===== src/verilog/mem_config.svh =====
`ifndef MEM_CONFIG_SVH
`define MEM_CONFIG_SVH

// Byte address and word width.
`define MEM_ADDR_BITS 15
`define MEM_DATA_BITS 32

// Bank geometry: 8 groups of 32 banks of 32 words.
`define MEM_GROUPS 8
`define MEM_BANKS_PER_GROUP 32
`define MEM_BANK_WORDS 32

// Low bit of each address field.
`define MEM_WORD_LSB 2
`define MEM_BANK_LSB 7
`define MEM_GROUP_LSB 12

// Cycles a strobe is held, and the width of the counter that times it.
`define SRAM_ACCESS_CYCLES 2
`define SRAM_CNT_BITS 2

`endif


===== src/verilog/sram_timing.sv =====
`timescale 1ns/1ps
`include "mem_config.svh"

module sram_timing (
    input  logic clk,
    input  logic rst_n,

    input  logic rd_start,
    input  logic wr_start,

    output logic ce,
    output logic oe,
    output logic we,
    output logic sram_done
);

    logic [`SRAM_CNT_BITS-1:0] cnt;

    // Strobes rise the cycle after a start and stay up for the access time.
    always_ff @(posedge clk or negedge rst_n) begin
        if (!rst_n) begin
            ce  <= 1'b0;
            oe  <= 1'b0;
            we  <= 1'b0;
            cnt <= '0;
        end else if (rd_start || wr_start) begin
            ce  <= 1'b1;
            oe  <= rd_start;
            we  <= wr_start && !rd_start;
            cnt <= `SRAM_CNT_BITS'(`SRAM_ACCESS_CYCLES - 1);
        end else if (ce) begin
            if (cnt == '0) begin
                ce <= 1'b0;
                oe <= 1'b0;
                we <= 1'b0;
            end else begin
                cnt <= cnt - 1'b1;
            end
        end
    end

    // Done marks the last strobe cycle, while read data is still driven.
    assign sram_done = ce && (cnt == '0);

endmodule


===== config.mk =====
export PLATFORM = sky130hd
export DESIGN_NAME = sram_timing
export DESIGN_NICKNAME = d
export VERILOG_FILES = /design/src/verilog/sram_timing.sv
export VERILOG_INCLUDE_DIRS = /design/src /design/src/verilog
export SDC_FILE = /design/constraint.sdc
export NUM_CORES = 1
export LEC_CHECK = 0
export ABC_AREA = 1
export BUFFER_PORTS_ARGS = -buffer_cell sky130_fd_sc_hd__buf_2
export CAP_MARGIN = 20
export CORE_AREA = 4 4 41 43
export DETAILED_ROUTE_END_ITERATION = 10
export DIE_AREA = 0 0 45 47
export SLEW_MARGIN = 30
export SYNTH_ARGS = -nofsm -noshare
export SYNTH_HDL_FRONTEND = slang
export SYNTH_SLANG_ARGS = --single-unit

===== constraint.sdc =====
create_clock -name clk -period 2.3 [get_ports clk]
set_clock_uncertainty 0.2 [all_clocks]
set_input_delay 0.115 -clock clk [delete_from_list [all_inputs] [get_ports clk]]
set_output_delay 0.115 -clock clk [all_outputs]
set_load 0.005 [all_outputs]

==> summary.txt <==
TIMING
-------------------------------------------------------------------------------
Accumulated negative setup slack                                           0 ns
Setup violation total in the final timing report                              0
Relative slew margins                                                     0.876
Top achievable clock speed                                              594 MHz
Final Worst Setup Slack                                                0.618 ns
Fraction of the cycle the final worst path needs                          0.731
Final period demand of the worst path                                   1.68 ns
Final Hold Vio Count                                                          0
Worst-Margin Slew                                                      0.186 ns
Unrepaired setup endpoints after global routing                              no
Number of slew-limit violations in the final report                           0

SETUP PATH
-------------------------------------------------------------------------------
Arrival time at the worst endpoint                                      1.60 ns
Capture point of the worst reg-to-reg path                                   we
Capturing element type of the critical path                                flop
Worst Setup Start Kind                                                     flop
Data required time at the worst endpoint                                2.22 ns
Chain of cells forming the critical path                           inv_1, ha_1, nand2_1, nand2_1, a21oi_1, dlygate4sd3_1
Cell with the largest stage delay on the worst path                sky130_fd_sc_hd__dlygate4sd3_1
Worst R2R Setup Slack                                                   0.62 ns
Most Frequent Cell on Critical Path                                sky130_fd_sc_hd__nand2_1
Worst path max stage delay                                              0.55 ns
Worst R2R Start                                                          cnt[0]
Crit Path Category                                                 flop to flop
Logic depth of the worst register-to-register path                            6
Crit path max fanout                                                          3

SYNTHESIS
-------------------------------------------------------------------------------
Total nets after synthesis                                                   37
Part of the Yosys area used for sequential elements                       0.493
Mean Syn Cell Area                                                   8.19 sq um
Unique masters post-synth                                                     9
Cell area after synthesis                                             254 sq um
Yosys warning total                                                           0
Instance count of the mapped netlist                                         31
Number of synthesized register bits                                           5

CLOCK NETWORK
-------------------------------------------------------------------------------
CTS tree                                                                  built
Maximum root-to-sink buffer count                                             2
Total number of clock tree sinks                                              5
Worst skew pair latency                                                 0.24 ns
Total of hold buffers inserted after clock tree synthesis                     4
Clock slew at reported path FFs                                         0.04 ns
Total clock buffers created by CTS                                            3
H-tree depth                                                                  1
Post-CTS Setup Repair Bufs                                                    0
CTS Root Cell                                                      sky130_fd_sc_hd__clkbuf_4
Post-cts sizing count                                                         0

PWR
-------------------------------------------------------------------------------
Fraction of power consumed by sequential logic                            0.413
Pwr Total                                                                233 uW
LEAKAGE                                                                0.211 nW
Cell internal power dissipation                                          177 uW
Gate power share                                                          0.154
Maximum vdd ir drop                                                    0.313 mV
Pwr per Cell Area                                                   624 nW/um^2
Switching component of the power                                        56.6 uW
Switching power share of the total                                        0.243
Clock Power Share                                                         0.433

ROUTE
-------------------------------------------------------------------------------
Number of DRC markers after the initial detailed-route iteration              1
Residual DRC count                                                            0
Mean routed wirelength per cell                                         8.52 um
Pre-Repair DR Iteration Count                                                 2
Post-detailed-routing wire length                                        520 um
Via count                                                                   225
Via density                                                                3.69
Antenna Violating Nets Remaining                                              0

FINISH
-------------------------------------------------------------------------------
Antenna cell count                                                            0
NumNets Final                                                                53
Most frequent cells in the layout                                  sky130_fd_sc_hd__inv_1, sky130_fd_sc_hd__nand2_1, sky130_fd_sc_hd__buf_2
Fill cell instance count of the final layout                                159
Share of layout cells above drive strength 1                              0.283
Post-synthesis to final-layout area growth                                47.3%

DIE
-------------------------------------------------------------------------------
Num ports                                                                     8
Number of placement rows                                                     13
Die Outline Area                                                     2120 sq um
Area of the core                                                     1300 sq um
Effective utilization at floorplan                                        0.195
Die span in x                                                             45 um
Y dimension of the die                                                    47 um

GLOBAL ROUTING
-------------------------------------------------------------------------------
Combined global-route utilization of all metal layers                    0.0705
Met2 demand-to-capacity share in global routing                           0.105
First-pass GRT wire length                                               979 um
Busiest layer in global routing                                            met4
Antenna violations before repair                                              0
Largest net degree at the start of global routing                             7
Grt ovf                                                                       0
Met1 track utilization from global routing                               0.0688
Global Route met3 Usage                                                  0.0153
Via count of the first global-routing pass                                  241

PLACE
-------------------------------------------------------------------------------
Worst setup slack after placement                                       1.08 ns
IO Port Bufs                                                                  7
Sum of net half-perimeters after detailed placement                      392 um
GP Congestion                                                             0.669

JOB
-------------------------------------------------------------------------------
# Max-Cap Violations                                                          0

RUN STATUS
-------------------------------------------------------------------------------
Run status                                                         finished clean

MIN PATH
-------------------------------------------------------------------------------
Hold/Removal Path Class                                            input port to asynchronous set/reset pin

## logic make-up after synthesis
group / Yosys count / share of synthesized area
flops: 5 / 0.493
compound gates: 2 / 0.0394
buf+inv: 8 / 0.118
fa+ha+maj: 2 / 0.0985
simple gates: 14 / 0.251
## how the worst max path moves through the flow
stage | from | endpoint | cells past startpoint
2_1_floorplan | cnt[0] | cnt[0] | 6
3_3_place_gp | cnt[0] | cnt[0] | 6
3_5_place_dp | cnt[0] | cnt[1] | 6
4_1_cts | cnt[0] | we | 6
5_1_grt | cnt[0] | we | 6
6_report | cnt[0] | we | 6
## cell usage after synthesis
cell                      count  area, sq um
sky130_fd_sc_hd__a21oi_1      1         5.00
sky130_fd_sc_hd__inv_1        7         26.3
sky130_fd_sc_hd__dfrtp_1      5          125
sky130_fd_sc_hd__ha_1         2         25.0
sky130_fd_sc_hd__inv_2        1         3.75
sky130_fd_sc_hd__o21ai_0      1         5.00
sky130_fd_sc_hd__nand2_1      7         26.3
sky130_fd_sc_hd__nand3_1      5         25.0
sky130_fd_sc_hd__nor2_2       2         12.5
## final cells by class
type / count / area [sq um] / share of cell area
Clock buffer: 4 / 26.3 / 0.0702
Timing Repair Buffer: 11 / 75.1 / 0.201
Inverter: 8 / 30.0 / 0.0803
Multi-Input combinational cell: 18 / 98.8 / 0.264
Tap cell: 15 / 18.8 / 0.0502
Sequential cell: 5 / 125 / 0.334
## per-stage QoR
step                cell area (sq um)   util  hold WS [ns]  instances
global route                      374  0.288        0.0428         61
global placement                  308  0.237        -0.266         53
CTS                               374  0.288       0.00889         61
floorplan                         254      -        -0.381         31
detailed placement                308  0.237        -0.264         53
finish                            374  0.288        0.0375         61
## registers in the layout, summed over array words and instances (netlist names)
signal,count
cnt,2
ce,1
oe,1
we,1
## power by group through the flow
stage	clock network [mW]	logic [mW]	registers [mW]
2_1_floorplan	0	0.0177	0.0981
3_3_place_gp	0	0.0302	0.0978
3_5_place_dp	0	0.0310	0.0978
4_1_cts	0.108	0.0367	0.0965
5_1_grt	0.117	0.0422	0.0972
6_report	0.101	0.0359	0.0965
## critical path: cells and delay by family, from the launching register on
family                   cells  cell delay [ns]
buffers and inverters        2             0.65
AND/OR/NAND/NOR              2             0.14
adder cells (fa/ha/maj)      1             0.17
AO/OA/AOI/OAI                1             0.05
flip-flops                   1             0.37
## metal layers
layer / part of all wire / wire length, um / vias to the layer above
met3: 0.067 / 35 / 2
met4: 0.017 / 9 / 0
met1: 0.42 / 218 / 94
li1: - / - / 125
met2: 0.49 / 257 / 4
met5: 0 / 0 / -
No activity file was read; power rests on OpenSTA's default activity.
