===== config.mk =====
export PLATFORM = sky130hd
export DESIGN_NAME = mem_arbiter
export DESIGN_NICKNAME = d
export VERILOG_FILES = /design/src/verilog/mem_pkg.sv /design/src/verilog/mem_arbiter.sv
export VERILOG_INCLUDE_DIRS = /design/src /design/src/verilog
export SDC_FILE = /design/constraint.sdc
export NUM_CORES = 1
export LEC_CHECK = 0
export BUFFER_PORTS_ARGS = -buffer_cell sky130_fd_sc_hd__buf_2
export CAP_MARGIN = 25
export CORE_MARGIN = 2
export CORE_UTILIZATION = 30
export DETAILED_ROUTE_END_ITERATION = 12
export GPL_TIMING_DRIVEN = 0
export PLACE_DENSITY = 0.89
export SYNTH_ARGS = -nofsm -noshare
export SYNTH_HDL_FRONTEND = slang
export SYNTH_SLANG_ARGS = --single-unit

===== constraint.sdc =====
create_clock -name clk -period 2.6 [get_ports clk]
set_clock_uncertainty 0.05 [all_clocks]
set_input_delay 0.52 -clock clk [delete_from_list [all_inputs] [get_ports clk]]
set_output_delay 0.52 -clock clk [all_outputs]
set_load 0.01 [all_outputs]

===== src/verilog/mem_config.svh =====
`ifndef MEM_CONFIG_SVH
`define MEM_CONFIG_SVH

// Byte address and word width.
`define MEM_ADDR_BITS 15
`define MEM_DATA_BITS 32

// Bank geometry: 8 groups of 32 banks of 32 words.
`define MEM_GROUPS 8
`define MEM_BANKS_PER_GROUP 32
`define MEM_BANK_WORDS 32

// Low bit of each address field.
`define MEM_WORD_LSB 2
`define MEM_BANK_LSB 7
`define MEM_GROUP_LSB 12

// Cycles a strobe is held, and the width of the counter that times it.
`define SRAM_ACCESS_CYCLES 2
`define SRAM_CNT_BITS 2

`endif


===== src/verilog/mem_pkg.sv =====
package mem_pkg;

    // Write size of a port request; 3 is not a legal encoding.
    typedef enum logic [1:0] {
        size_word = 2'd0,
        size_byte = 2'd1,
        size_half = 2'd2
    } mem_size_t;

    // Access sequencer states.
    typedef enum logic [2:0] {
        st_idle,
        st_read,
        st_stage,
        st_merge_write,
        st_direct_write
    } ctrl_state_t;

endpackage


===== src/verilog/mem_arbiter.sv =====
`timescale 1ns/1ps
`include "mem_config.svh"

module mem_arbiter import mem_pkg::*; (
    input  logic                      clk,
    input  logic                      rst_n,

    input  logic                      a_en,
    input  logic                      a_rd_wr,
    input  mem_size_t                 a_wr_size,
    input  logic [`MEM_ADDR_BITS-1:0] a_addr,
    input  logic [`MEM_DATA_BITS-1:0] a_wdata,

    input  logic                      b_en,
    input  logic                      b_rd_wr,
    input  mem_size_t                 b_wr_size,
    input  logic [`MEM_ADDR_BITS-1:0] b_addr,
    input  logic [`MEM_DATA_BITS-1:0] b_wdata,

    input  logic                      done,

    output logic                      a_ready,
    output logic                      b_ready,
    output logic                      req_en,
    output logic                      req_rd_wr,
    output mem_size_t                 req_size,
    output logic [`MEM_ADDR_BITS-1:0] req_addr,
    output logic [`MEM_DATA_BITS-1:0] req_wdata
);

    logic busy;
    logic grant_b;
    logic last_b;
    logic pick_b;

    // Port b wins when it asks alone, or when both ask and a was served last.
    assign pick_b = b_en && (!a_en || !last_b);

    always_ff @(posedge clk or negedge rst_n) begin
        if (!rst_n) begin
            busy    <= 1'b0;
            grant_b <= 1'b0;
            last_b  <= 1'b1;
        end else if (!busy) begin
            if (a_en || b_en) begin
                busy    <= 1'b1;
                grant_b <= pick_b;
            end
        end else if (done) begin
            busy   <= 1'b0;
            last_b <= grant_b;
        end
    end

    assign req_en    = busy && (grant_b ? b_en : a_en);
    assign req_rd_wr = grant_b ? b_rd_wr   : a_rd_wr;
    assign req_size  = grant_b ? b_wr_size : a_wr_size;
    assign req_addr  = grant_b ? b_addr    : a_addr;
    assign req_wdata = grant_b ? b_wdata   : a_wdata;

    // Done goes back to the granted port only.
    assign a_ready = busy && !grant_b && done;
    assign b_ready = busy && grant_b && done;

endmodule


==> impl_metrics.tcl <==
set metrics [dict create \
    synth-compound-area-share_pct 2.638 \
    period_share_pct 74.45 \
    numClockSinks 3 \
    start_util_pct 32.10 \
    grt_pass1_vias 1098 \
    start_kind "register" \
    setup_tns_ns 0 \
    ir_drop_mv 0.3272 \
    grt_first_pass_wirelength_um 4788 \
    crit_arrival_ns 1.37 \
    grt_max_degree 11 \
    power_density_nw_per_um2 527.3 \
    path_class "reg2out" \
    synth-simple-area-share_pct 2.889 \
    ys_types 15 \
    p_comb_share_pct 84.8 \
    ys_seq_area_share_pct 7.663 \
    fillerInstances 284 \
    outcome "completed" \
    grt.busiest_layer "met2" \
    wl_per_cell_um 14.11 \
    p_seq_share_pct 6.7 \
    maxSlewViolCount 0 \
    rows 20 \
    htreeDepth 1 \
    place_congestion 0.7633 \
    p_switching_uw 362.7 \
    yosysWarnings 0 \
    drt_wl_total_um 3880 \
    max_freq_mhz 516.6 \
    track_usage_pct 16.94 \
    swShare_pct 36.91 \
    clock_power_share_pct 8.5 \
    cts_tree "done" \
    syn_inst 70 \
    syn_area_um2 996.0 \
    area_delta_synth_final_pct 87.06 \
    instances_no_fill 275 \
    first_iter_violations 25 \
    max-slew-margin-rel_pct 92.28 \
    cts_buffer_depth 2 \
    place_ws_ns 0.9110 \
    design_area_um2 1863 \
    yosysTopAreaCell "mux2_4" \
    tritoncts.num_buffers 3 \
    ys_ff_latch 3 \
    synth.area.top_cells "mux2_4 71%, buf_12 10%, dfrtp_1 5.0%" \
    hpwl_um 3440 \
    syn_nets 175 \
    p_int_uw 619.8 \
    rsz0062_at_grt "false" \
    crit_path_end_kind "output port" \
    tightest_slew_ns 0.1126 \
    p_leak_nw 1.159 \
    hold_viol 0 \
    synth_fa_ha_area_share_pct 0 \
    insertedDiodeCount 0 \
    ios 158 \
    utilization_pct 60.04 \
    dp.cells 271 \
    synthMuxAreaShare_pct 75.25 \
    cp_max_fo 10 \
    drive_gt1_share_pct 94.37 \
    clkSlewWorstSetupHoldPaths_ns 0.04 \
    yosys.area_share.xor_xnor_pct 0 \
    antenna_left 0 \
    synth.avg_cell_area_um2 14.23 \
    drc 0 \
    hold_class "in2async" \
    core_um2 3103 \
    total_power_uw 982.4 \
    met3_usage_pct 4.202 \
    nets 337 \
    use_met1_pct 18.30 \
    grt_use_met2_pct 33.68 \
    vias 1196 \
    placed_area_um2 1837 \
    final-seq-area_um2 76.32 \
    multi_input_area_um2 804.5 \
    clock_latency_ns 0.24 \
    drtPass1Iterations 4 \
    die_h_um 61.62 \
    timing.final.crit_period_ns 1.936 \
    clockRootBuffer "clkbuf_4" \
    cts_setup_buffers 0 \
    finalWorstSetupSlack_ns 0.6644 \
    die_x_um 61.62 \
    cts_resized 0 \
    antenna_found_initial 0 \
    vias_per_cell 4.349 \
    holdWs_ns 0.02358 \
    finalSetupViolCount 0 \
    maxCapViolCount 0 \
    grt-ovfl-total 0 \
    dieArea_um2 3797 \
    required_ns 2.03 \
    hold_buffers 0 \
    synth_top_family_by_area "multiplexers" \
    io_buffers 157 \
    synth_top_area_share_pct 70.85 \
]
## path summary, 6_finish.rpt
check,slack [ns],cells after the start,from,endpoint
setup / recovery,0.66,4,grant_b$_DFFE_PN0P_,req_wdata[2]
hold / removal,0.02,1,rst_n,grant_b$_DFFE_PN0P_
setup reg to reg,1.55,3,grant_b$_DFFE_PN0P_,grant_b$_DFFE_PN0P_
hold reg to reg,0.46,1,last_b$_DFFE_PN1P_,last_b$_DFFE_PN1P_
max in group asynchronous,2.28,1,rst_n,last_b$_DFFE_PN1P_
min in group clk,0.46,1,last_b$_DFFE_PN1P_,last_b$_DFFE_PN1P_
## cell families after synthesis
family,after synthesis
AO/OA/AOI/OAI,3
buffers and inverters,7
flip-flops,3
multiplexers,51
AND/OR/NAND/NOR,6
## cell usage after synthesis, drive strengths merged
| cell | n |
|---|---|
| a21o | 1 |
| a32o | 1 |
| and3 | 1 |
| buf | 6 |
| dfrtp | 2 |
| dfstp | 1 |
| inv | 1 |
| mux2 | 50 |
| mux2i | 1 |
| nand2 | 2 |
| nand2b | 1 |
| nor2 | 2 |
| o31a | 1 |
## power groups by stage
stage	Clock [mW]	Sequential (mW)	Combinational (mW)
3_3_place_gp	0	0.0668	0.827
4_1_cts	0.0850	0.0662	0.843
2_1_floorplan	0	0.0655	0.581
3_5_place_dp	0	0.0668	0.838
6_report	0.0831	0.0661	0.833
5_1_grt	0.0875	0.0671	0.883
## per-layer routing
| metal | vias up | part of all wire (%) |
|---|---|---|
| met5 | - | 0 |
| li1 | 583 | - |
| met4 | 0 | 0 |
| met3 | 0 | 9.9 |
| met1 | 554 | 35 |
| met2 | 59 | 55 |
## area by class of cell
class / instances / share of cell area (%)
Timing Repair Buffer: 157 / 42.18
Buffer: 6 / 5.977
Sequential cell: 3 / 4.097
Inverter: 1 / 0.2015
Multi-Input combinational cell: 60 / 43.18
Tap cell: 44 / 2.955
Clock buffer: 4 / 1.410
## worst max-delay path, cell delays in order (launching register included)
cell and delay (ns):
dfrtp_1 0.36, buf_6 0.16, buf_12 0.16, mux2_4 0.30
buf_2 0.14
## sequential cells by signal (all words and copies together) (netlist names)
signal and flops:
busy 1, grant_b 1, last_b 1
## cells in the final DEF (no fill, tap or decap)
cell type,Yosys,routed
and3_2,1,1
nand2_1,2,2
mux2_4,47,47
clkbuf_4,0,3
mux2_2,3,3
dfstp_2,1,1
a32o_1,1,1
a21o_1,1,1
buf_2,0,157
o31a_1,1,1
dfrtp_1,2,2
buf_6,1,1
nand2b_1,1,1
mux2i_1,1,1
buf_12,5,5
inv_1,1,1
clkbuf_1,0,1
nor2_1,2,2
Power figures use the tool's default switching activity.
