--- src/verilog/mem_config.svh ---
`ifndef MEM_CONFIG_SVH
`define MEM_CONFIG_SVH

// Byte address and word width.
`define MEM_ADDR_BITS 15
`define MEM_DATA_BITS 32

// Bank geometry: 8 groups of 32 banks of 32 words.
`define MEM_GROUPS 8
`define MEM_BANKS_PER_GROUP 32
`define MEM_BANK_WORDS 32

// Low bit of each address field.
`define MEM_WORD_LSB 2
`define MEM_BANK_LSB 7
`define MEM_GROUP_LSB 12

// Cycles a strobe is held, and the width of the counter that times it.
`define SRAM_ACCESS_CYCLES 2
`define SRAM_CNT_BITS 2

`endif

--- src/verilog/mem_pkg.sv ---
package mem_pkg;

    // Write size of a port request; 3 is not a legal encoding.
    typedef enum logic [1:0] {
        size_word = 2'd0,
        size_byte = 2'd1,
        size_half = 2'd2
    } mem_size_t;

    // Access sequencer states.
    typedef enum logic [2:0] {
        st_idle,
        st_read,
        st_stage,
        st_merge_write,
        st_direct_write
    } ctrl_state_t;

endpackage

--- src/verilog/mem_align.sv ---
`timescale 1ns/1ps
`include "mem_config.svh"

module mem_align import mem_pkg::*; (
    input  logic [`MEM_DATA_BITS-1:0] staged,
    input  logic [`MEM_DATA_BITS-1:0] wdata,
    input  mem_size_t                 size,
    input  logic [1:0]                offset,

    output logic [`MEM_DATA_BITS-1:0] merged
);

    // New data sits in the low bits of wdata and lands in the addressed lane.
    always_comb begin
        merged = staged;

        case (size)
            size_word: begin
                merged = wdata;
            end

            size_byte: begin
                merged[{offset, 3'b000} +: 8] = wdata[7:0];
            end

            size_half: begin
                merged[{offset[1], 4'b0000} +: 16] = wdata[15:0];
            end

            default: begin
                merged = staged;
            end
        endcase
    end

endmodule

--- config.mk ---
export PLATFORM = sky130hd
export DESIGN_NAME = mem_align
export DESIGN_NICKNAME = d
export VERILOG_FILES = /design/src/verilog/mem_pkg.sv /design/src/verilog/mem_align.sv
export VERILOG_INCLUDE_DIRS = /design/src /design/src/verilog
export SDC_FILE = /design/constraint.sdc
export NUM_CORES = 1
export LEC_CHECK = 0
export BUFFER_PORTS_ARGS = -buffer_cell sky130_fd_sc_hd__buf_2
export CAP_MARGIN = 20
export CORE_MARGIN = 1.5
export CORE_UTILIZATION = 44
export DETAILED_ROUTE_END_ITERATION = 16
export GPL_TIMING_DRIVEN = 0
export PLACE_DENSITY_LB_ADDON = 0.2
export SETUP_SLACK_MARGIN = 0.02
export SYNTH_ARGS = -nofsm -noshare
export SYNTH_HDL_FRONTEND = slang
export SYNTH_SLANG_ARGS = --single-unit
--- constraint.sdc ---
create_clock -name vclk -period 3.7
set_clock_uncertainty 0.15 [all_clocks]
set_input_delay 0.37 -clock vclk [all_inputs]
set_output_delay 0.37 -clock vclk [all_outputs]
set_load 0.005 [all_outputs]
==> impl_metrics.json, run 1 <==
{
  "overflow": 0,
  "critPathCapture": "merged[29]",
  "ios": 100,
  "yosysTopAreaCell": "a221o_1",
  "final.clkbuf_count": 0,
  "cts.repair.resized": 0,
  "drive_gt1_frac": 0.419,
  "ys_seq_area_frac": 0,
  "fin_crit_sh": 0.800,
  "die_y_um": 54.1,
  "max_slew_margin": 0.611,
  "leakage_uw": 0.000838,
  "via_per_inst": 6.44,
  "critPathMaxFanout": 10,
  "min_period_ps": 2960,
  "synth_top_cells_by_area": "a221o_1, a32oi_1, a21oi_1, nand2b_1, a22oi_1",
  "design.core.area_um2": 2480,
  "place.gp.congestion": 0.935,
  "drc": 0,
  "grt_usage": 0.287,
  "yosysUniqueCellTypes": 31,
  "io_buffer_count": 100,
  "rsz0062_at_grt": "false",
  "max-vdd-ir-drop_v": 0.0000870,
  "multi_input_comb_area_um2": 1020,
  "cp.arrival_ps": 2440,
  "syn_avg_cell_area_um2": 6.69,
  "synth_top_family_by_area": "compound AO/OA/AOI/OAI gates",
  "hold_class": "in -> out",
  "grt_max_degree": 11,
  "synth-adder-area-share": 0.0544,
  "numPlacedInstances": 302,
  "tightest_slew_ps": 582,
  "synth_top_cell_area_share": 0.104,
  "cp_common_cell": "buf_2",
  "cap_violations": 0,
  "fmax_ghz": 0.338,
  "tns_ps": 0,
  "antenna_cells": 0,
  "grt_pass1_wl_mm": 6.47,
  "critPathCaptureType": "output pin",
  "cp.required_ps": 3180,
  "syn_to_final_growth_pct": 46.8,
  "fin_nets": 347,
  "crit_start": "offset[1]",
  "antenna_found_initial": 0,
  "final_max_slew_viol_count": 0,
  "p_per_area_nw_per_um2": 127,
  "cts_hold_buffers": 0,
  "initial_utilization": 0.464,
  "synth_most_common_cell": "a21oi_1",
  "path_cells": "buf_2 > buf_2 > buf_2 > inv_1 > ha_1 > nor4bb_1 > a32o_1 > a221o_1 > buf_2",
  "fill_cells": 243,
  "row_count": 18,
  "wl_per_cell_um": 15.2,
  "status": "finished, final reports clean",
  "synth_compound_area_frac": 0.582,
  "dp_hpwl_mm": 3.63,
  "synth_xor_area_frac": 0,
  "chipWidth_um": 54.1,
  "wirelength_mm": 4.61,
  "hold_viol": 0,
  "vias": 1944,
  "synthesis.nets": 245,
  "path_class": "in -> out",
  "synthMuxAreaShare": 0,
  "grt_pass1_vias": 1495,
  "synth_cells": 172,
  "finalInstanceArea_um2": 1690,
  "dr.pass1.iters": 4,
  "synth_common_cells": "a21oi_1, inv_1, nand2b_1",
  "final_cells": 302,
  "seq_cell_count": 0,
  "synth_warnings": 0,
  "crit_path_start_kind": "primary input",
  "die_area_um2": 2930,
  "critical_path.slowest_cell": "nor4bb_1",
  "max_stage_delay_ps": 530,
  "postRouteAntennaNets": 0,
  "finalSetupViolations": 0,
  "placed_area_um2": 1690,
  "synth-simple-area-share": 0.255,
  "cts_setup_buffers": 0,
  "drtIter0Drc": 85,
  "register_area_um2": 0,
  "netlist_area_um2": 1150
}
worst min path at each step:
stage	from	end	slack, ps	cells past startpoint
finish	wdata[23]	merged[23]	870	4
CTS	wdata[23]	merged[23]	870	4
global placement	wdata[23]	merged[23]	870	4
global route	wdata[23]	merged[23]	890	4
floorplan	wdata[18]	merged[18]	690	2
detailed placement	wdata[23]	merged[23]	860	4
cells by family after synthesis:
family,Yosys count
simple gates,48
fa+ha+maj,5
compound gates,91
buf+inv,28
worst max-delay path, delay by kind of cell:
kind | cells | cell delay, ps
fa+ha+maj | 1 | 360
simple gates | 1 | 530
compound gates | 2 | 390
buf+inv | 5 | 790
metal layers:
metal,vias up,part of all wire,GRT usage
met2,131,0.48,0.524
met4,0,0.0043,0.0458
met1,905,0.42,0.366
met3,2,0.097,0.0250
met5,-,0,0
li1,906,-,-
stage by stage:
| stage | setup WS, ps | hold WS (ps) | util | total power (µW) |
|---|---|---|---|---|
| 2_1_floorplan | 1250 | 687 | - | 109 |
| 5_1_grt | 618 | 890 | 0.681 | 233 |
| 6_report | 741 | 867 | 0.681 | 214 |
| 3_3_place_gp | 813 | 865 | 0.681 | 208 |
| 3_5_place_dp | 758 | 865 | 0.681 | 210 |
| 4_1_cts | 768 | 865 | 0.681 | 210 |
area by class of cell:
type / count / area share
Buffer: 13 / 0.0408
Inverter: 15 / 0.0334
Multi-Input combinational cell: 144 / 0.607
Timing Repair Buffer: 100 / 0.297
Tap cell: 30 / 0.0222
placed cells by master, fill, tap and decap left out, types with 4 or more instances in the layout:
master,Yosys,layout
a32o_1,7,7
o221ai_1,4,4
ha_1,5,5
inv_1,15,15
o22ai_1,8,8
nand2b_1,15,15
buf_2,7,107
a22oi_1,11,11
a221o_1,12,12
o21ai_0,11,11
nand2_1,9,9
a32oi_1,11,11
nand3_1,12,12
a21oi_1,19,19
report_power, final:
group | total (µW) | leakage [µW] | internal, µW | switching (µW)
sequential | 0 | 0 | 0 | 0
clock | 0 | 0 | 0 | 0
combinational | 214 | 0.000838 | 103 | 111
No activity file was read; power rests on OpenSTA's default activity.
==> run 2, diff against run 1 <==
--- a/config.mk
+++ b/config.mk
@@ -9,7 +9,7 @@
 export BUFFER_PORTS_ARGS = -buffer_cell sky130_fd_sc_hd__buf_2
 export CAP_MARGIN = 20
 export CORE_MARGIN = 1.5
-export CORE_UTILIZATION = 44
+export CORE_UTILIZATION = 37
 export DETAILED_ROUTE_END_ITERATION = 16
 export GPL_TIMING_DRIVEN = 0
 export PLACE_DENSITY_LB_ADDON = 0.2
==> constraint.sdc (replaced) <==
create_clock -name vclk -period 2.53
set_clock_uncertainty 0.15 [all_clocks]
set_input_delay 0.253 -clock vclk [all_inputs]
set_output_delay 0.253 -clock vclk [all_outputs]
set_load 0.005 [all_outputs]
==> impl_metrics.json, run 2 (same netlist as run 1, synthesis figures left out) <==
{
  "syn_to_final_growth_pct": 50.5,
  "die_y_um": 58.7,
  "wl_per_cell_um": 16.7,
  "fill_cells": 319,
  "register_area_um2": 0,
  "cp_common_cell": "buf_2",
  "placed_area_um2": 1690,
  "path_cells": "buf_2 > clkbuf_4 > buf_6 > inv_1 > ha_4 > and4bb_2 > a32o_1 > a221o_1 > buf_2",
  "cp.arrival_ps": 2050,
  "final.clkbuf_count": 0,
  "chipWidth_um": 58.7,
  "setup_slack_ps": 75.2,
  "cts_hold_buffers": 0,
  "antenna_found_initial": 0,
  "finalInstanceArea_um2": 1730,
  "p_per_area_nw_per_um2": 189,
  "dp_hpwl_mm": 3.78,
  "max_stage_delay_ps": 290,
  "overflow": 0,
  "via_per_inst": 6.34,
  "layout_commonest_cell": "buf_2",
  "hold_viol": 0,
  "ios": 100,
  "grt_pass1_wl_mm": 7.85,
  "grt_usage": 0.281,
  "layout_common_cells": "buf_2, a21oi_1, inv_1, nand2b_1",
  "drc": 0,
  "finalSetupViolations": 0,
  "io_buffer_count": 100,
  "hold_class": "in -> out",
  "tightest_slew_ps": 677,
  "dr.pass1.iters": 5,
  "cp.required_ps": 2130,
  "wirelength_mm": 5.09,
  "finalCoreUtilization": 0.576,
  "critPathMaxFanout": 10,
  "max_slew_margin": 0.547,
  "dp_slack_ps": -241,
  "crit_path_start_kind": "primary input",
  "max-vdd-ir-drop_v": 0.0000869,
  "die_area_um2": 3450,
  "row_count": 20,
  "fmax_ghz": 0.407,
  "leakage_uw": 0.000833,
  "place.gp.congestion": 0.971,
  "path_class": "in -> out",
  "seq_cell_count": 0,
  "path_buf_inv": 5,
  "grt_pass1_vias": 1720,
  "min_period_ps": 2450,
  "drive_gt1_frac": 0.443,
  "grt_max_degree": 11,
  "vias": 1926,
  "status": "finished, final reports clean",
  "cts_setup_buffers": 0,
  "crit_family": "buffers and inverters",
  "critPathCaptureType": "output pin",
  "drtIter0Drc": 135,
  "design.core.area_um2": 3000,
  "final_max_slew_viol_count": 0,
  "initial_utilization": 0.383,
  "cap_violations": 0,
  "rsz0062_at_grt": "false",
  "antenna_cells": 0,
  "fin_nets": 346,
  "critical_path.slowest_cell": "a221o_1",
  "postRouteAntennaNets": 0,
  "fin_crit_sh": 0.970
}
[run 2: timing repair]
item / in CTS / in global routing
resized for setup: 6 / 8
hold endpoints to repair: 0 / 0
endpoints found under the setup margin: 27 / 24
pin swaps: 0 / 1
[run 2: path summary, 6_finish.rpt]
check,from,endpoint,slack [ps],cells past startpoint
worst max-delay path,offset[1],merged[16],80,9
worst min-delay path,wdata[20],merged[20],630,4
[run 2: metal layers]
metal / track usage / part of all wire / vias up
met1: 0.382 / 0.40 / 891
li1: - / - / 902
met5: 0 / 0 / -
met4: 0.0682 / 0.0094 / 0
met3: 0.0308 / 0.12 / 6
met2: 0.471 / 0.48 / 127
[run 2: metrics by stage]
step	hold WS, ps	instances	power, µW	TNS (ps)
global route	653	304	357	0
floorplan	453	172	160	0
finish	630	304	327	0
detailed placement	634	305	310	-2810
global placement	633	305	309	-2580
CTS	635	305	316	0
[run 2: area by class of cell]
class / instances / area (µm²) / share of cell area
Timing Repair Buffer: 100 / 500 / 0.289
Buffer: 12 / 72.6 / 0.0419
Inverter: 15 / 56.3 / 0.0325
Tap cell: 33 / 41.3 / 0.0239
Multi-Input combinational cell: 144 / 1060 / 0.612
[run 2: where the power goes]
group | total, µW | internal (µW) | switching (µW)
logic | 327 | 158 | 170
clock network | 0 | 0 | 0
registers | 0 | 0 | 0
