**src/verilog/mem_config.svh**
```systemverilog
`ifndef MEM_CONFIG_SVH
`define MEM_CONFIG_SVH

// Byte address and word width.
`define MEM_ADDR_BITS 15
`define MEM_DATA_BITS 32

// Bank geometry: 8 groups of 32 banks of 32 words.
`define MEM_GROUPS 8
`define MEM_BANKS_PER_GROUP 32
`define MEM_BANK_WORDS 32

// Low bit of each address field.
`define MEM_WORD_LSB 2
`define MEM_BANK_LSB 7
`define MEM_GROUP_LSB 12

// Cycles a strobe is held, and the width of the counter that times it.
`define SRAM_ACCESS_CYCLES 2
`define SRAM_CNT_BITS 2

`endif

```
**src/verilog/mem_pkg.sv**
```systemverilog
package mem_pkg;

    // Write size of a port request; 3 is not a legal encoding.
    typedef enum logic [1:0] {
        size_word = 2'd0,
        size_byte = 2'd1,
        size_half = 2'd2
    } mem_size_t;

    // Access sequencer states.
    typedef enum logic [2:0] {
        st_idle,
        st_read,
        st_stage,
        st_merge_write,
        st_direct_write
    } ctrl_state_t;

endpackage

```
**src/verilog/mem_controller.sv**
```systemverilog
`timescale 1ns/1ps
`include "mem_config.svh"

module mem_controller import mem_pkg::*; (
    input  logic                      clk,
    input  logic                      rst_n,

    input  logic                      req_en,
    input  logic                      req_rd_wr,
    input  mem_size_t                 req_size,
    input  logic [`MEM_ADDR_BITS-1:0] req_addr,
    input  logic                      sram_done,

    output logic                      done,
    output logic                      rd_start,
    output logic                      wr_start,
    output logic                      stage_load,
    output logic                      wr_from_merge
);

    ctrl_state_t state;
    logic        direct;

    // Only an aligned full word write can skip the read.
    assign direct = !req_rd_wr && (req_size == size_word) && (req_addr[1:0] == 2'b00);

    always_ff @(posedge clk or negedge rst_n) begin
        if (!rst_n) begin
            state    <= st_idle;
            done     <= 1'b0;
            rd_start <= 1'b0;
            wr_start <= 1'b0;
        end else begin
            done     <= 1'b0;
            rd_start <= 1'b0;
            wr_start <= 1'b0;

            case (state)
                st_idle: begin
                    // The grant is still up in the done cycle, so wait it out.
                    if (req_en && !done) begin
                        if (direct) begin
                            state    <= st_direct_write;
                            wr_start <= 1'b1;
                        end else begin
                            state    <= st_read;
                            rd_start <= 1'b1;
                        end
                    end
                end

                st_read: begin
                    if (sram_done) begin
                        if (req_rd_wr) begin
                            state <= st_idle;
                            done  <= 1'b1;
                        end else begin
                            state <= st_stage;
                        end
                    end
                end

                // Old word is in the staging register; merged data settles here.
                st_stage: begin
                    state    <= st_merge_write;
                    wr_start <= 1'b1;
                end

                st_merge_write: begin
                    if (sram_done) begin
                        state <= st_idle;
                        done  <= 1'b1;
                    end
                end

                st_direct_write: begin
                    if (sram_done) begin
                        state <= st_idle;
                        done  <= 1'b1;
                    end
                end

                default: begin
                    state <= st_idle;
                end
            endcase
        end
    end

    // Capture the array word on the read strobe's last cycle.
    assign stage_load = (state == st_read) && sram_done;

    assign wr_from_merge = (state == st_merge_write);

endmodule

```
**config.mk**
```make
export PLATFORM = sky130hd
export DESIGN_NAME = mem_controller
export DESIGN_NICKNAME = d
export VERILOG_FILES = /design/src/verilog/mem_pkg.sv /design/src/verilog/mem_controller.sv
export VERILOG_INCLUDE_DIRS = /design/src /design/src/verilog
export SDC_FILE = /design/constraint.sdc
export NUM_CORES = 1
export LEC_CHECK = 0
export BUFFER_PORTS_ARGS = -buffer_cell sky130_fd_sc_hd__clkbuf_2
export CAP_MARGIN = 20
export CORE_AREA = 2 2 39 41
export DETAILED_ROUTE_END_ITERATION = 10
export DIE_AREA = 0 0 41 43
export PLACE_DENSITY = 0.53
export SLEW_MARGIN = 25
export SYNTH_ARGS = -nofsm -noshare
export SYNTH_HDL_FRONTEND = slang
export SYNTH_SLANG_ARGS = --single-unit
```
**constraint.sdc**
```tcl
create_clock -name clk -period 1.7 [get_ports clk]
set_clock_uncertainty 0.05 [all_clocks]
set_input_delay 0.255 -clock clk [delete_from_list [all_inputs] [get_ports clk]]
set_output_delay 0.255 -clock clk [all_outputs]
set_load 0.02 [all_outputs]
```
==> results of run 1 <==
area by class of cell:
cell class	instances	area [µm²]	area share, %
Multi-Input combinational cell	21	131.4	32.01
Tap cell	16	20.02	4.878
Sequential cell	6	150.1	36.59
Timing Repair Buffer	15	82.58	20.12
Inverter	1	3.754	0.9146
Clock buffer	3	22.52	5.488
flip-flops by register name, indices dropped and copies added, names as in the netlist:
signal	count
rd_start	1
wr_start	1
done	1
state	3
routing by layer:
layer	track usage, %	vias to the layer above
li1	-	138
met1	11.25	127
met2	10.31	13
met3	1.571	0
met4	6.000	0
met5	0	-
layout by cell type (no fill, tap or decap), drive strengths merged, types with 2 or more instances in the layout:
| cell | n |
|---|---|
| clkbuf | 16 |
| nand2 | 2 |
| dfrtp | 6 |
| o21ai | 3 |
| nor2b | 2 |
| nor2 | 4 |
cells by family after synthesis:
family                 Yosys count
buffers and inverters            1
AOI/OAI and AO/OA                6
muxes                            1
DFF                              6
and+or+nand+nor                 14
worst max path at each step:
stage,startpoint,endpoint,cells after the start
final,state[2]$_DFFE_PN0P_,stage_load,3
after floorplan,req_rd_wr,wr_start$_DFF_PN0_,3
after global routing,state[0]$_DFFE_PN0P_,stage_load,3
after CTS,state[2]$_DFFE_PN0P_,stage_load,3
after global placement,req_rd_wr,wr_start$_DFF_PN0_,4
after detailed placement,req_rd_wr,wr_start$_DFF_PN0_,4
power by group:
| part | internal (mW) | switching [mW] |
|---|---|---|
| Clock | 0.0797 | 0.0484 |
| Combinational | 0.0889 | 0.124 |
| Sequential | 0.186 | 0.0396 |
| Total | 0.354 | 0.212 |
==> results.cfg, run 1 <==
[placement]
post-place-ws_ps = -6.033
dpl_cell_area_um2 = 377.9
io_buffer_count = 13
dp_hpwl_um = 472.2
finalWeightedCongestion = 0.6656
dp.cells = 58

[synth]
synth_area_um2 = 285.3
synth.largest_area_cell = dfrtp_1
synth_seq_cells = 6
synth_warnings = 0
synth_area_leaders = dfrtp_1 (53%), o21ai_0 (5.3%), nor2_1 (5.3%)
synthDistinctLibCells = 16
synthArstFlopShare_pct = 100.0
synth_top_family_by_area = simple AND/OR/NAND/NOR gates
synth_compound_area_share_pct = 15.35
yosys.area_share.simple_pct = 27.19
muxShareOfSynthArea_pct = 3.509
synth_edf_count = 0
avgSynthCellArea_um2 = 10.19
synth_fa_ha_area_share_pct = 0
postSynthCellCount = 28
ys_seq_area_share_pct = 52.63
synth_nets = 50
synth.top_cell.area_share_pct = 52.63
synthFlopType = dfrtp_1
synthTopCellsByCount = dfrtp_1 (6), nor2_1 (4), o21ai_0 (3)
synthXorXnorAreaFrac_pct = 0
synth_most_common_cell = dfrtp_1

[setup_path]
worstRegToRegCells = 3
r2r_end = wr_start$_DFF_PN0_
start_kind = register
max_stage_delay_ps = 440
cp.arrival_ps = 1250
timing.rr.start = done$_DFF_PN0_
worstSetupPathType = reg -> out
crit_path_end_kind = primary output
crit_family = flip-flops
path_cells = nor2b_1 -> and3_1 -> clkbuf_2
crit_required_ps = 1390
reg2reg_slack_ps = 450
cp_max_fo = 7
cp_num_buf_inv = 1
cp_slowest_cell = dfrtp_1

[sta]
final-setup-viol-count = 0
min_period_ps = 1551
hold_violations = 0
tightest_slew_ps = 253.0
fin_crit_sh_pct = 91.26
timing.hold.ws_ps = 228.9
rsz0062_at_grt = false
fmax_ghz = 0.6446
fin_ws_ps = 148.6
slew_headroom_pct = 82.96
drv_slew = 0
setup_tns_ps = 0

[layout]
fin_cells = 62
layout-drive-gt1-share_pct = 39.13
area_growth_pct = 43.86
num_antenna_cells = 0
postLayoutCellArea_um2 = 410.4
num-nets-final = 70
utilization_pct = 29.66
fillerInstances = 152

[floorplan]
die_w_um = 41
core_um2 = 1384
die_h_um = 43
io_pins = 27
initial_core_util_pct = 20.61
rows = 14
die-area_um2 = 1763

[route]
dr.pass1.iters = 4
vias = 278
highest_layer = met3
met3_length_um = 46
wl_um = 594
dr_wl_met2_um = 260
ant_nets = 0
dr.first_iter.drc_count = 8
post_drt_via_cell_ratio = 4.484
wl_met1_um = 287
drc = 0
wl_per_cell_um = 9.581

[power]
leakagePower_nw = 0.2078
powerDensity_nw_per_um2 = 1379
total_power_mw = 0.5658
vdd_drop_max_v = 0.0003645

[run_status]
run_status = complete, no violations

[clock_network]
cts_htree_levels = 1
cts_hold_buf = 1
post_cts_buffers = 0
numCtsBuffers = 3
clock-sinks = 6
clk_pin_slew_ps = 40
cts_tree = done
cts_resized = 0
cts_root_buffer = clkbuf_4
clk_path_buf_depth = 2
clk_latency_ps = 240

[global_routing]
grt_max_degree = 8
antenna_found_initial = 0
overflow = 0
grt_pass1_wl_um = 931
grtUsageTotal_pct = 8.032
grt_pass1_vias = 228

[worst_hold_path]
hold_start = sram_done
hold_path.class = in -> reg
hold-path-endpoint = state[0]$_DFFE_PN0P_
whs_path_depth = 2

[job]
maxCapViolations = 0
Power figures use the tool's default switching activity.
==> inputs of run 2 (changes only) <==
- PLACE_DENSITY: 0.53 -> 0.55
- clock period: 1.7 -> 1.3 ns (I/O delays scaled with it)
==> results.cfg, run 2 (same netlist as run 1, synthesis figures left out) <==
[layout]
mostFrequentLayoutCell = clkbuf_2
num-nets-final = 74
multiInputGateArea_um2 = 157.7
seqCellArea_um2 = 150.1
num_antenna_cells = 0
largest_reg_flops = 3
layout-drive-gt1-share_pct = 56.00
area_growth_pct = 72.37
layout_common_cells = clkbuf_2 (10), dfrtp_1 (6), buf_4 (5), nor2_1 (3), clkbuf_4 (3)
top_register = state
fin_cells = 66
fillerInstances = 149

[global_routing]
grtUsageTotal_pct = 10.18
grt_pass1_wl_um = 1138
overflow = 0
grt_max_degree = 7
grt_pass1_vias = 303
antenna_found_initial = 0

[route]
drc = 0
dr.pass1.iters = 4
dr.first_iter.drc_count = 3
vias = 296
wl_um = 693
wl_per_cell_um = 10.50
post_drt_via_cell_ratio = 4.485
ant_nets = 0

[sta]
tightest_slew_ps = 267.9
drv_slew = 0
final-setup-viol-count = 2
fmax_ghz = 0.7595
rsz0062_at_grt = true
hold_violations = 0
slew_headroom_pct = 81.95
min_period_ps = 1317
fin_crit_sh_pct = 101.3
fin_ws_ps = -16.70

[floorplan]
core_um2 = 1384
initial_core_util_pct = 20.61
io_pins = 27
die-area_um2 = 1763
die_h_um = 43
die_w_um = 41
rows = 14

[clock_network]
clk_pin_slew_ps = 50
clk_latency_ps = 250
numCtsBuffers = 3
cts_tree = done
clk_path_buf_depth = 2
cts_htree_levels = 1
clock-sinks = 6
cts_root_buffer = clkbuf_4

[worst_hold_path]
whs_path_depth = 2
hold_path.class = in -> reg

[setup_path]
worst-path-stages = 3
max_stage_delay_ps = 400
worstRegToRegCells = 4
cp_max_fo = 3
crit_family = flip-flops
path_cells = nor2b_4 -> and3_4 -> buf_8
cp_num_buf_inv = 1
start_kind = register
cp.arrival_ps = 1070
worstSetupPathType = reg -> out
crit_required_ps = 1050
cp_slowest_cell = dfrtp_1
crit_path_end_kind = primary output

[job]
maxCapViolations = 0

[placement]
post-place-ws_ps = -226.8
finalWeightedCongestion = 0.8141
io_buffer_count = 13
dp_hpwl_um = 509.8
dp.cells = 60

[run_status]
run_status = finished, violations left
failed_checks = negative setup slack

[power]
vdd_drop_max_v = 0.0007909
powerDensity_nw_per_um2 = 1869
total_power_mw = 0.9189
leakagePower_nw = 0.2437
==> run 2: area by class of cell <==
cell class / count / share of cell area [%]
Clock buffer: 3 / 4.580
Inverter: 1 / 0.7634
Sequential cell: 6 / 30.53
Tap cell: 16 / 4.071
Multi-Input combinational cell: 21 / 32.06
Timing Repair Buffer: 19 / 27.99
==> run 2: per-stage QoR <==
step / utilization (%) / hold slack, ps / area, µm² / setup TNS (ps)
floorplan: - / -150.6 / 285.3 / -166.6
global placement: 28.39 / -18.13 / 392.9 / -563.0
detailed placement: 28.39 / -19.83 / 392.9 / -565.8
CTS: 34.00 / 161.5 / 470.5 / -50.62
global route: 35.53 / 185.2 / 491.7 / -108.1
finish: 35.53 / 162.4 / 491.7 / -32.28
==> run 2: worst paths after layout <==
kind / start / slack [ps] / end
max reg2reg: state[0]$_DFFE_PN0P_ / 40 / state[2]$_DFFE_PN0P_
max in group asynchronous: rst_n / 780 / state[2]$_DFFE_PN0P_
min in group asynchronous: rst_n / 260 / wr_start$_DFF_PN0_
max: state[2]$_DFFE_PN0P_ / -20 / stage_load
min reg2reg: state[0]$_DFFE_PN0P_ / 480 / wr_start$_DFF_PN0_
min: sram_done / 160 / state[0]$_DFFE_PN0P_
==> run 2: repair_timing <==
item / 4_1_cts / 5_1_grt
hold buffers: 1 / 0
pin swaps: 1 / 0
endpoints found under the hold margin: 6 / 0
gates cloned: 0 / 0
setup endpoints to repair: 2 / 5
gates resized for setup: 7 / 7
buffers inserted: 2 / 0
==> run 2: metal layers <==
metal / global-route usage, % / up-vias / part of all wire (%)
met4: 8.000 / 0 / 3.6
met2: 15.00 / 13 / 44
met5: 0 / - / 0
met3: 3.141 / 5 / 8.5
li1: - / 148 / -
met1: 11.40 / 130 / 44
==> run 2: power breakdown <==
part | leakage [nW] | switching [mW] | internal, mW
clock network | 0.0138 | 0.0667 | 0.104
logic | 0.152 | 0.230 | 0.251
registers | 0.0777 | 0.0241 | 0.243
total | 0.244 | 0.321 | 0.598
==> run 2: worst register-to-register path, delay by kind of cell, from the launching register on <==
| family | cells | cell delay (ps) |
|---|---|---|
| simple gates | 1 | 370 |
| compound gates | 1 | 110 |
| buf+inv | 2 | 280 |
| flops | 1 | 370 |
